==> src/rtl/hmr_pkg.sv <==
/*
 * HMR hart cluster package
 * Operation items, tagged results, per-core in/out bundles,
 * register port structs and the register map
 */

package hmr_pkg;

  // Operation codes understood by the accumulator harts
  typedef enum logic [1:0] {
    OP_ADD  = 2'd0,
    OP_XOR  = 2'd1,
    OP_LOAD = 2'd2,
    OP_READ = 2'd3
  } op_e;

  typedef struct packed {
    op_e         op;
    logic [31:0] data;
  } op_item_t;

  // Result tagged with the producing hart
  typedef struct packed {
    logic [1:0]  hart;
    logic [31:0] data;
  } result_t;

  // Everything the system hands to one core
  typedef struct packed {
    logic [1:0] hart_id;
    logic       item_valid;
    op_item_t   item;
    logic       result_credit;
  } core_in_t;

  // Everything one core hands back, compared as a whole in DMR mode
  typedef struct packed {
    logic    result_valid;
    result_t result;
    logic    item_credit;
  } core_out_t;

  typedef struct packed {
    logic        valid;
    logic        write;
    logic [3:0]  addr;
    logic [31:0] wdata;
  } reg_req_t;

  typedef struct packed {
    logic        valid;
    logic [31:0] rdata;
  } reg_rsp_t;

  // Register map, byte offsets
  localparam logic [3:0] REG_MODE      = 4'h0;
  localparam logic [3:0] REG_ERR_COUNT = 4'h4;
  localparam logic [3:0] REG_FAULT_INJ = 4'h8;
  localparam logic [3:0] REG_STATUS    = 4'hC;

endpackage

==> src/rtl/acc_core.sv <==
/*
 * Accumulator hart
 * Queues credit-fed operation items and emits the accumulator
 * on READ, gated by result credits
 */

module acc_core #(
  parameter int unsigned ItemDepth     = 4,
  parameter int unsigned ResultCredits = 2
) (
  input  logic               clk_i,
  input  logic               rst_i,
  input  logic               clear_i,
  input  hmr_pkg::core_in_t  core_i,
  output hmr_pkg::core_out_t core_o
);
  import hmr_pkg::*;

  localparam int unsigned PtrW  = (ItemDepth > 1) ? $clog2(ItemDepth) : 1;
  localparam int unsigned CntW  = $clog2(ItemDepth + 1);
  localparam int unsigned CredW = $clog2(ResultCredits + 1);

  op_item_t         fifo_q [ItemDepth];
  logic [PtrW-1:0]  wr_ptr_q, rd_ptr_q;
  logic [CntW-1:0]  count_q;
  logic [CredW-1:0] res_credits_q;
  logic [31:0]      acc_q, acc_d;

  op_item_t head;
  logic     push, pop, emit;
  logic     head_valid, head_is_read;

  logic    result_valid_q, item_credit_q;
  result_t result_q;

  // Sender only drives valid while holding a credit, so no full check
  assign push = core_i.item_valid;

  assign head         = fifo_q[rd_ptr_q];
  assign head_valid   = (count_q != '0);
  assign head_is_read = (head.op == OP_READ);

  // READ waits at the head until a result credit is free
  assign pop  = head_valid && !clear_i && (!head_is_read || (res_credits_q != '0));
  assign emit = pop && head_is_read;

  always_ff @(posedge clk_i) begin
    if (push) begin
      fifo_q[wr_ptr_q] <= core_i.item;
    end
  end

  always_ff @(posedge clk_i) begin
    if (rst_i) begin
      wr_ptr_q <= '0;
      rd_ptr_q <= '0;
      count_q  <= '0;
    end else begin
      if (push) begin
        wr_ptr_q <= (wr_ptr_q == PtrW'(ItemDepth - 1)) ? '0 : wr_ptr_q + 1'b1;
      end
      if (pop) begin
        rd_ptr_q <= (rd_ptr_q == PtrW'(ItemDepth - 1)) ? '0 : rd_ptr_q + 1'b1;
      end
      count_q <= count_q + CntW'(push) - CntW'(pop);
    end
  end

  always_ff @(posedge clk_i) begin
    if (rst_i) begin
      res_credits_q <= CredW'(ResultCredits);
    end else begin
      res_credits_q <= res_credits_q + CredW'(core_i.result_credit) - CredW'(emit);
    end
  end

  always_comb begin
    unique case (head.op)
      OP_ADD:  acc_d = acc_q + head.data;
      OP_XOR:  acc_d = acc_q ^ head.data;
      OP_LOAD: acc_d = head.data;
      default: acc_d = acc_q;
    endcase
  end

  always_ff @(posedge clk_i) begin
    if (rst_i || clear_i) begin
      acc_q <= '0;
    end else if (pop) begin
      acc_q <= acc_d;
    end
  end

  // Result payload is zero when idle so a DMR pair only differs on live data
  always_ff @(posedge clk_i) begin
    if (rst_i) begin
      result_valid_q <= 1'b0;
      item_credit_q  <= 1'b0;
      result_q       <= '0;
    end else begin
      result_valid_q <= emit;
      item_credit_q  <= pop;
      result_q       <= emit ? result_t'{hart: core_i.hart_id, data: acc_q} : '0;
    end
  end

  assign core_o = '{
    result_valid: result_valid_q,
    result:       result_q,
    item_credit:  item_credit_q
  };

endmodule

==> src/rtl/hart_cluster.sv <==
/*
 * Hart cluster top level
 * Binds the item and result channels into core bundles and wires
 * the harts through the redundancy unit and its registers
 */

module hart_cluster #(
  parameter int unsigned NumHarts      = 2,
  parameter int unsigned ItemDepth     = 4,
  parameter int unsigned ResultCredits = 2
) (
  input  logic                                clk_i,
  input  logic                                rst_i,
  input  logic              [NumHarts-1:0]    item_valid_i,
  input  hmr_pkg::op_item_t [NumHarts-1:0]    item_i,
  output logic              [NumHarts-1:0]    item_credit_o,
  output logic              [NumHarts-1:0]    result_valid_o,
  output hmr_pkg::result_t  [NumHarts-1:0]    result_o,
  input  logic              [NumHarts-1:0]    result_credit_i,
  input  hmr_pkg::reg_req_t                   reg_req_i,
  output hmr_pkg::reg_rsp_t                   reg_rsp_o
);
  import hmr_pkg::*;

  core_in_t  [NumHarts-1:0] sys2hmr, hmr2core;
  core_out_t [NumHarts-1:0] hmr2sys, core2hmr;
  logic      [NumHarts-1:0] core_setback;

  logic dmr_en, fault_arm, mismatch, fault_used;

  for (genvar h = 0; h < NumHarts; h++) begin : gen_harts
    // System side into the redundancy unit
    assign sys2hmr[h] = '{
      hart_id:       2'(h),
      item_valid:    item_valid_i[h],
      item:          item_i[h],
      result_credit: result_credit_i[h]
    };

    // Redundancy unit back to the channels
    assign item_credit_o[h]  = hmr2sys[h].item_credit;
    assign result_valid_o[h] = hmr2sys[h].result_valid;
    assign result_o[h]       = hmr2sys[h].result;

    acc_core #(
      .ItemDepth     ( ItemDepth     ),
      .ResultCredits ( ResultCredits )
    ) i_acc_core (
      .clk_i   ( clk_i           ),
      .rst_i   ( rst_i           ),
      .clear_i ( core_setback[h] ),
      .core_i  ( hmr2core[h]     ),
      .core_o  ( core2hmr[h]     )
    );
  end

  hmr_vote #(
    .NumHarts ( NumHarts   ),
    .in_t     ( core_in_t  ),
    .out_t    ( core_out_t )
  ) i_hmr_vote (
    .clk_i        ( clk_i        ),
    .rst_i        ( rst_i        ),
    .dmr_en_i     ( dmr_en       ),
    .fault_arm_i  ( fault_arm    ),
    .sys_in_i     ( sys2hmr      ),
    .sys_out_o    ( hmr2sys      ),
    .core_in_o    ( hmr2core     ),
    .core_out_i   ( core2hmr     ),
    .setback_o    ( core_setback ),
    .mismatch_o   ( mismatch     ),
    .fault_used_o ( fault_used   )
  );

  hmr_regs i_hmr_regs (
    .clk_i        ( clk_i      ),
    .rst_i        ( rst_i      ),
    .reg_req_i    ( reg_req_i  ),
    .reg_rsp_o    ( reg_rsp_o  ),
    .mismatch_i   ( mismatch   ),
    .fault_used_i ( fault_used ),
    .dmr_en_o     ( dmr_en     ),
    .fault_arm_o  ( fault_arm  )
  );

endmodule

==> src/rtl/hmr_regs.sv <==
/*
 * HMR register block
 * Mode, mismatch counter, sticky status and one-shot fault injection
 */

module hmr_regs (
  input  logic              clk_i,
  input  logic              rst_i,
  input  hmr_pkg::reg_req_t reg_req_i,
  output hmr_pkg::reg_rsp_t reg_rsp_o,
  input  logic              mismatch_i,
  input  logic              fault_used_i,
  output logic              dmr_en_o,
  output logic              fault_arm_o
);
  import hmr_pkg::*;

  logic        mode_q;
  logic [31:0] err_count_q;
  logic        fault_arm_q;
  logic        status_q;

  logic        wr_en;
  logic [31:0] rdata;

  logic        rsp_valid_q;
  logic [31:0] rsp_rdata_q;

  assign wr_en = reg_req_i.valid && reg_req_i.write;

  always_ff @(posedge clk_i) begin
    if (rst_i) begin
      mode_q      <= 1'b0;
      err_count_q <= '0;
      fault_arm_q <= 1'b0;
      status_q    <= 1'b0;
    end else begin
      if (wr_en && reg_req_i.addr == REG_MODE) begin
        mode_q <= reg_req_i.wdata[0];
      end

      // Any write clears, a mismatch in the same cycle still counts
      if (wr_en && reg_req_i.addr == REG_ERR_COUNT) begin
        err_count_q <= 32'(mismatch_i);
      end else begin
        err_count_q <= err_count_q + 32'(mismatch_i);
      end

      if (wr_en && reg_req_i.addr == REG_FAULT_INJ && reg_req_i.wdata[0]) begin
        fault_arm_q <= 1'b1;
      end else if (fault_used_i) begin
        fault_arm_q <= 1'b0;
      end

      // Sticky flag, a new mismatch wins over a clear
      if (mismatch_i) begin
        status_q <= 1'b1;
      end else if (wr_en && reg_req_i.addr == REG_STATUS && reg_req_i.wdata[0]) begin
        status_q <= 1'b0;
      end
    end
  end

  always_comb begin
    unique case (reg_req_i.addr)
      REG_MODE:      rdata = {31'b0, mode_q};
      REG_ERR_COUNT: rdata = err_count_q;
      REG_FAULT_INJ: rdata = {31'b0, fault_arm_q};
      REG_STATUS:    rdata = {31'b0, status_q};
      default:       rdata = '0;
    endcase
  end

  always_ff @(posedge clk_i) begin
    if (rst_i) begin
      rsp_valid_q <= 1'b0;
    end else begin
      rsp_valid_q <= reg_req_i.valid;
    end
  end

  // Writes answer with zero
  always_ff @(posedge clk_i) begin
    if (reg_req_i.valid) begin
      rsp_rdata_q <= reg_req_i.write ? '0 : rdata;
    end
  end

  assign reg_rsp_o   = '{valid: rsp_valid_q, rdata: rsp_rdata_q};
  assign dmr_en_o    = mode_q;
  assign fault_arm_o = fault_arm_q;

endmodule

==> src/rtl/hmr_vote.sv <==
/*
 * Redundancy unit
 * Routes system and core bundles per mode, pairs harts in DMR,
 * compares pair outputs and raises setback on a mismatch
 */

module hmr_vote #(
  parameter int unsigned NumHarts = 2,
  parameter type         in_t     = hmr_pkg::core_in_t,
  parameter type         out_t    = hmr_pkg::core_out_t
) (
  input  logic                clk_i,
  input  logic                rst_i,
  input  logic                dmr_en_i,
  input  logic                fault_arm_i,
  input  in_t  [NumHarts-1:0] sys_in_i,
  output out_t [NumHarts-1:0] sys_out_o,
  output in_t  [NumHarts-1:0] core_in_o,
  input  out_t [NumHarts-1:0] core_out_i,
  output logic [NumHarts-1:0] setback_o,
  output logic                mismatch_o,
  output logic                fault_used_o
);

  localparam int unsigned NumPairs = NumHarts / 2;

  logic [NumPairs-1:0] pair_mismatch;
  logic [NumPairs-1:0] flip;
  logic                fault_done_q;
  logic                flip_en;

  // One flip per arming, even if the arm bit is still high next cycle
  assign flip_en = fault_arm_i && !fault_done_q;

  always_ff @(posedge clk_i) begin
    if (rst_i) begin
      fault_done_q <= 1'b0;
    end else begin
      fault_done_q <= fault_arm_i && (fault_done_q || fault_used_o);
    end
  end

  for (genvar p = 0; p < NumPairs; p++) begin : gen_pairs
    // Whole-struct compare of the registered core outputs
    assign pair_mismatch[p] = dmr_en_i && (core_out_i[2*p] != core_out_i[2*p+1]);

    assign setback_o[2*p]   = pair_mismatch[p];
    assign setback_o[2*p+1] = pair_mismatch[p];

    // Flip lands on the first leader item seen while armed
    assign flip[p] = flip_en && dmr_en_i && sys_in_i[2*p].item_valid;
  end

  assign mismatch_o   = |pair_mismatch;
  assign fault_used_o = |flip;

  always_comb begin
    core_in_o = sys_in_i;
    sys_out_o = core_out_i;
    if (dmr_en_i) begin
      for (int p = 0; p < NumPairs; p++) begin
        // Follower runs on the leader's inputs, hart_id included
        core_in_o[2*p+1] = sys_in_i[2*p];
        if (flip[p]) begin
          core_in_o[2*p+1].item.data[0] = ~sys_in_i[2*p].item.data[0];
        end
        // Follower channel stays silent
        sys_out_o[2*p+1] = '0;
      end
    end
  end

endmodule

==> config.mk <==
export PLATFORM = sky130hd
export DESIGN_NAME = hart_cluster
export DESIGN_NICKNAME = d
export VERILOG_FILES = /design/src/rtl/hmr_pkg.sv /design/src/rtl/acc_core.sv /design/src/rtl/hart_cluster.sv /design/src/rtl/hmr_regs.sv /design/src/rtl/hmr_vote.sv
export SDC_FILE = /design/constraint.sdc
export NUM_CORES = 1
export LEC_CHECK = 0
export BUFFER_PORTS_ARGS = -buffer_cell sky130_fd_sc_hd__buf_4
export CORE_MARGIN = 2
export CORE_UTILIZATION = 30
export DETAILED_ROUTE_END_ITERATION = 8
export SETUP_SLACK_MARGIN = 0.05
export SYNTH_ARGS = -nofsm -noshare
export SYNTH_HDL_FRONTEND = slang
export SYNTH_SLANG_ARGS = --single-unit
export TNS_END_PERCENT = 1
==> constraint.sdc <==
create_clock -name clk_i -period 5.5 [get_ports clk_i]
set_clock_uncertainty 0.2 [all_clocks]
set_input_delay 0.275 -clock clk_i [delete_from_list [all_inputs] [get_ports clk_i]]
set_output_delay 0.275 -clock clk_i [all_outputs]
set_load 0.02 [all_outputs]
==> results.rst <==
.. list-table::
   :header-rows: 1

   * - Metric
     - Value
   * - Clock-pin slew on the worst setup and hold paths
     - 0.06 ns
   * - Worst-Skew Late Latency
     - 0.62 ns
   * - Detailed-route via count
     - 16816
   * - Core outline area
     - 77500 um^2
   * - Fillers
     - 7438
   * - Max clock buf depth
     - 3
   * - Count of input and output buffers
     - 182
   * - Post-route cell area
     - 28300 um^2
   * - Endpoints failing setup
     - 0
   * - Placed instance area
     - 25800 um^2
   * - Floorplan die area
     - 80600 um^2
   * - Post-synth EDFFs
     - 304
   * - Critical path cell sequence
     - buf_4 -> mux4_2 -> ha_1 -> o21ai_0 -> a221oi_1 -> nand2_1 -> a211oi_1 -> nor2_1 -> a211oi_1 -> mux2_2 -> a211oi_1
   * - Total global routing overflow
     - 0
   * - FF-to-FF path depth
     - 11
   * - Count of clock tree sinks
     - 496
   * - #FFs+latches synth
     - 496
   * - Post-route setup TNS
     - 0 ns
   * - Final cell count without fillers
     - 3257
   * - Initial antenna violation count
     - 0
   * - Final count of pins violating max slew
     - 0
   * - Critical path type
     - register to register
   * - Slew at the pin closest to its max-slew limit
     - 1.26 ns
   * - Fraction of the yosys area taken by sequential cells
     - 0.552
   * - Placed instance count
     - 3072
   * - Path category of the worst min-delay check
     - primary input to register
   * - Detail Placement HPWL
     - 51200 um
   * - DR DRC count
     - 0
   * - Synth warn
     - 0
   * - Commonest non-fill, non-tap cells in the layout
     - sky130_fd_sc_hd__edfxtp_1, sky130_fd_sc_hd__buf_4, sky130_fd_sc_hd__dfxtp_1
   * - Number of routed nets with antenna violations
     - 0
   * - Final Net Count
     - 2375
   * - Crit Path Max Fanout
     - 13
   * - Count of instances resized after the clock tree is built
     - 0
   * - Violation count after the first detailed-route iteration
     - 1702
   * - Clock tree from TritonCTS
     - done
   * - Row count
     - 102
   * - Kind of start point of the critical path
     - register
   * - Detailed Routing Iterations Pass 1
     - 5
   * - CP Depth
     - 11
   * - Worst VDD drop
     - 0.310 mV
   * - Number of buffers inserted by hold repair at cts
     - 88
   * - Static leakage
     - 10.8 nW
   * - Master of the slowest instance on the critical path
     - sky130_fd_sc_hd__dfxtp_1
   * - Critical Path Sink Type
     - register
   * - Via-to-Cell Ratio
     - 5.16
   * - Die width
     - 284 um
   * - Slew headroom
     - 0.156
   * - Layout cells sized above 1
     - 0.188
   * - Mapped Area
     - 23500 um^2
   * - Crit path required time
     - 5.81 ns
   * - Synthesized instance count
     - 1961
   * - Wire per inst
     - 21.9 um
   * - Area growth syn-to-layout
     - 20.5%
   * - Vias in the first global route
     - 16172
   * - Setup repair after global routing missed its margin
     - false
   * - Average cell area after synthesis
     - 12.0 um^2
   * - CTS root buffer
     - sky130_fd_sc_hd__clkbuf_16
   * - Period utilisation layout
     - 0.829
   * - Minimum period implied by the final worst setup slack
     - 4.56 ns
   * - Height of the chip
     - 284 um
   * - Pin count of the biggest net entering global routing
     - 58
   * - Global routing usage summed across all routing layers
     - 0.172
   * - Highest Clock Rate
     - 219 MHz
   * - Total clock buffers created by CTS
     - 52
   * - Power density relative to cell area
     - 521 nW/um^2
   * - Detailed-route wire length
     - 71200 um
   * - Number of distinct library cell variants in the gate-level netlist after synthesis
     - 72
   * - Buffer count from post-CTS setup fixing
     - 0
   * - Minimum hold slack
     - 0.112 ns
   * - Initial standard-cell utilization of the core
     - 0.304
   * - Buffers and inverters on the worst path
     - 1
   * - Most common cell on crit path
     - sky130_fd_sc_hd__a211oi_1
   * - Run status
     - finished clean
   * - Final Hold Viols
     - 0
   * - Largest delay contributor family on the critical path
     - compound AO/OA/AOI/OAI gates
   * - FFs w/ async S/R, synth
     - 0
   * - CP arrival
     - 4.87 ns
   * - Synth Flop Type
     - sky130_fd_sc_hd__edfxtp_1
   * - Instance count along the most critical hold path
     - 5
   * - Max-cap violation count
     - 0
   * - First-pass GRT wire length
     - 105000 um
   * - Delay contributed by the slowest stage of the critical path
     - 0.63 ns
   * - Final weighted congestion in routability-driven placement
     - 0.902
   * - Count of boundary I/O pins
     - 217
   * - Htree depth
     - 2
   * - Most common cell after layout, fill and taps aside
     - sky130_fd_sc_hd__edfxtp_1
synth_stat cells, drive strengths merged, types with 7 or more instances:
master,number,area [um^2]
a211oi,25,188
a21o,31,233
a21oi,130,651
a221o,7,70.1
a221oi,32,280
a22o,9,78.8
a311oi,7,67.6
a31oi,21,131
and2,100,626
and3,18,113
buf,62,402
clkbuf,84,315
dfxtp,192,3840
edfxtp,304,9130
ha,85,1060
inv,36,135
mux2,37,417
mux2i,19,190
mux4,68,1530
nand2,109,409
nand2b,9,56.3
nand3,32,160
nand4,18,113
nor2,146,548
nor2b,56,350
nor3,32,175
nor4,15,93.8
o211ai,10,75.1
o21a,7,52.6
o21ai,73,365
o21bai,8,60.1
o31ai,10,75.1
xnor2,37,324
xor2,63,552
layer usage:
layer,routed length [um],part of all wire,vias to the layer above,global-route usage
met1,33700,0.47,8279,0.259
li1,-,-,7730,-
met5,0,0,-,0
met2,29300,0.41,723,0.243
met4,1280,0.018,0,0.0382
met3,6860,0.096,84,0.0472
worst reg2reg max path, stage by stage, from the launching register on:
cell	delay [ns]
sky130_fd_sc_hd__dfxtp_1	0.63
sky130_fd_sc_hd__buf_4	0.34
sky130_fd_sc_hd__mux4_2	0.42
sky130_fd_sc_hd__ha_1	0.43
sky130_fd_sc_hd__o21ai_0	0.15
sky130_fd_sc_hd__a221oi_1	0.53
sky130_fd_sc_hd__nand2_1	0.10
sky130_fd_sc_hd__a211oi_1	0.58
sky130_fd_sc_hd__nor2_1	0.10
sky130_fd_sc_hd__a211oi_1	0.42
sky130_fd_sc_hd__mux2_2	0.38
sky130_fd_sc_hd__a211oi_1	0.18
flip-flops by register name, indices dropped and copies added, names as in the netlist, 2 cells and up, named ones only:
name                                 flops
gen_harts.i_acc_core.acc_q              64
gen_harts.i_acc_core.core_o             65
gen_harts.i_acc_core.count_q             6
gen_harts.i_acc_core.fifo_q            272
gen_harts.i_acc_core.item_credit_q       2
gen_harts.i_acc_core.rd_ptr_q            4
gen_harts.i_acc_core.res_credits_q       4
gen_harts.i_acc_core.result_valid_q      2
gen_harts.i_acc_core.wr_ptr_q            4
i_hmr_regs.err_count_q                  32
i_hmr_regs.rsp_rdata_q                  32
path summary, 6_finish.rpt:
kind | start | end | slack (ns)
worst max-delay path | register | gen_harts[0].i_acc_core.acc_q[31] | 0.94
worst min-delay path | item_valid_i[1] | gen_harts[1].i_acc_core.wr_ptr_q[1] | 0.11
worst max register to register | register | gen_harts[0].i_acc_core.acc_q[31] | 0.94
worst min register to register | gen_harts[0].i_acc_core.acc_q[23] | gen_harts[0].i_acc_core.acc_q[23] | 0.28
stage by stage:
| step | total power, mW | utilization | worst slack, ns |
|---|---|---|---|
| 2_1_floorplan | 9.35 | - | 1.33 |
| 3_3_place_gp | 11.1 | 0.333 | 1.01 |
| 3_5_place_dp | 11.2 | 0.333 | 1.01 |
| 4_1_cts | 14.7 | 0.366 | 0.972 |
| 5_1_grt | 15.6 | 0.366 | 0.637 |
| 6_report | 14.8 | 0.366 | 0.943 |
where the power goes:
group          switching [mW]  internal (mW)  total (mW)
clock                    1.52           1.90        3.42
sequential              0.339           4.30        4.64
combinational            4.11           2.59        6.70
total                    5.97           8.78        14.8
cell families (layout without fill, tap and decap cells):
family          after synthesis  after routing  share of synthesized area
compound gates              417            417                      0.117
xor+xnor                    100            100                     0.0373
fa+ha+maj                    89             89                     0.0486
buf+inv                     182            435                     0.0362
flops                       496            496                      0.552
mux                         124            124                     0.0909
other cells                   1              4                   0.000159
simple gates                552            552                      0.118
final cells by class:
cell class | count | area (um^2) | area share
diodes | 1 | 2.50 | 0.0000883
clock buffers | 60 | 1370 | 0.0484
clock inverters | 36 | 288 | 0.0102
inverters | 36 | 135 | 0.00477
multi-input cells | 1285 | 9740 | 0.344
flip-flops and latches | 496 | 13000 | 0.458
well taps | 1040 | 1300 | 0.0459
repair buffers | 303 | 2520 | 0.0889
No activity file was read; power rests on OpenSTA's default activity.
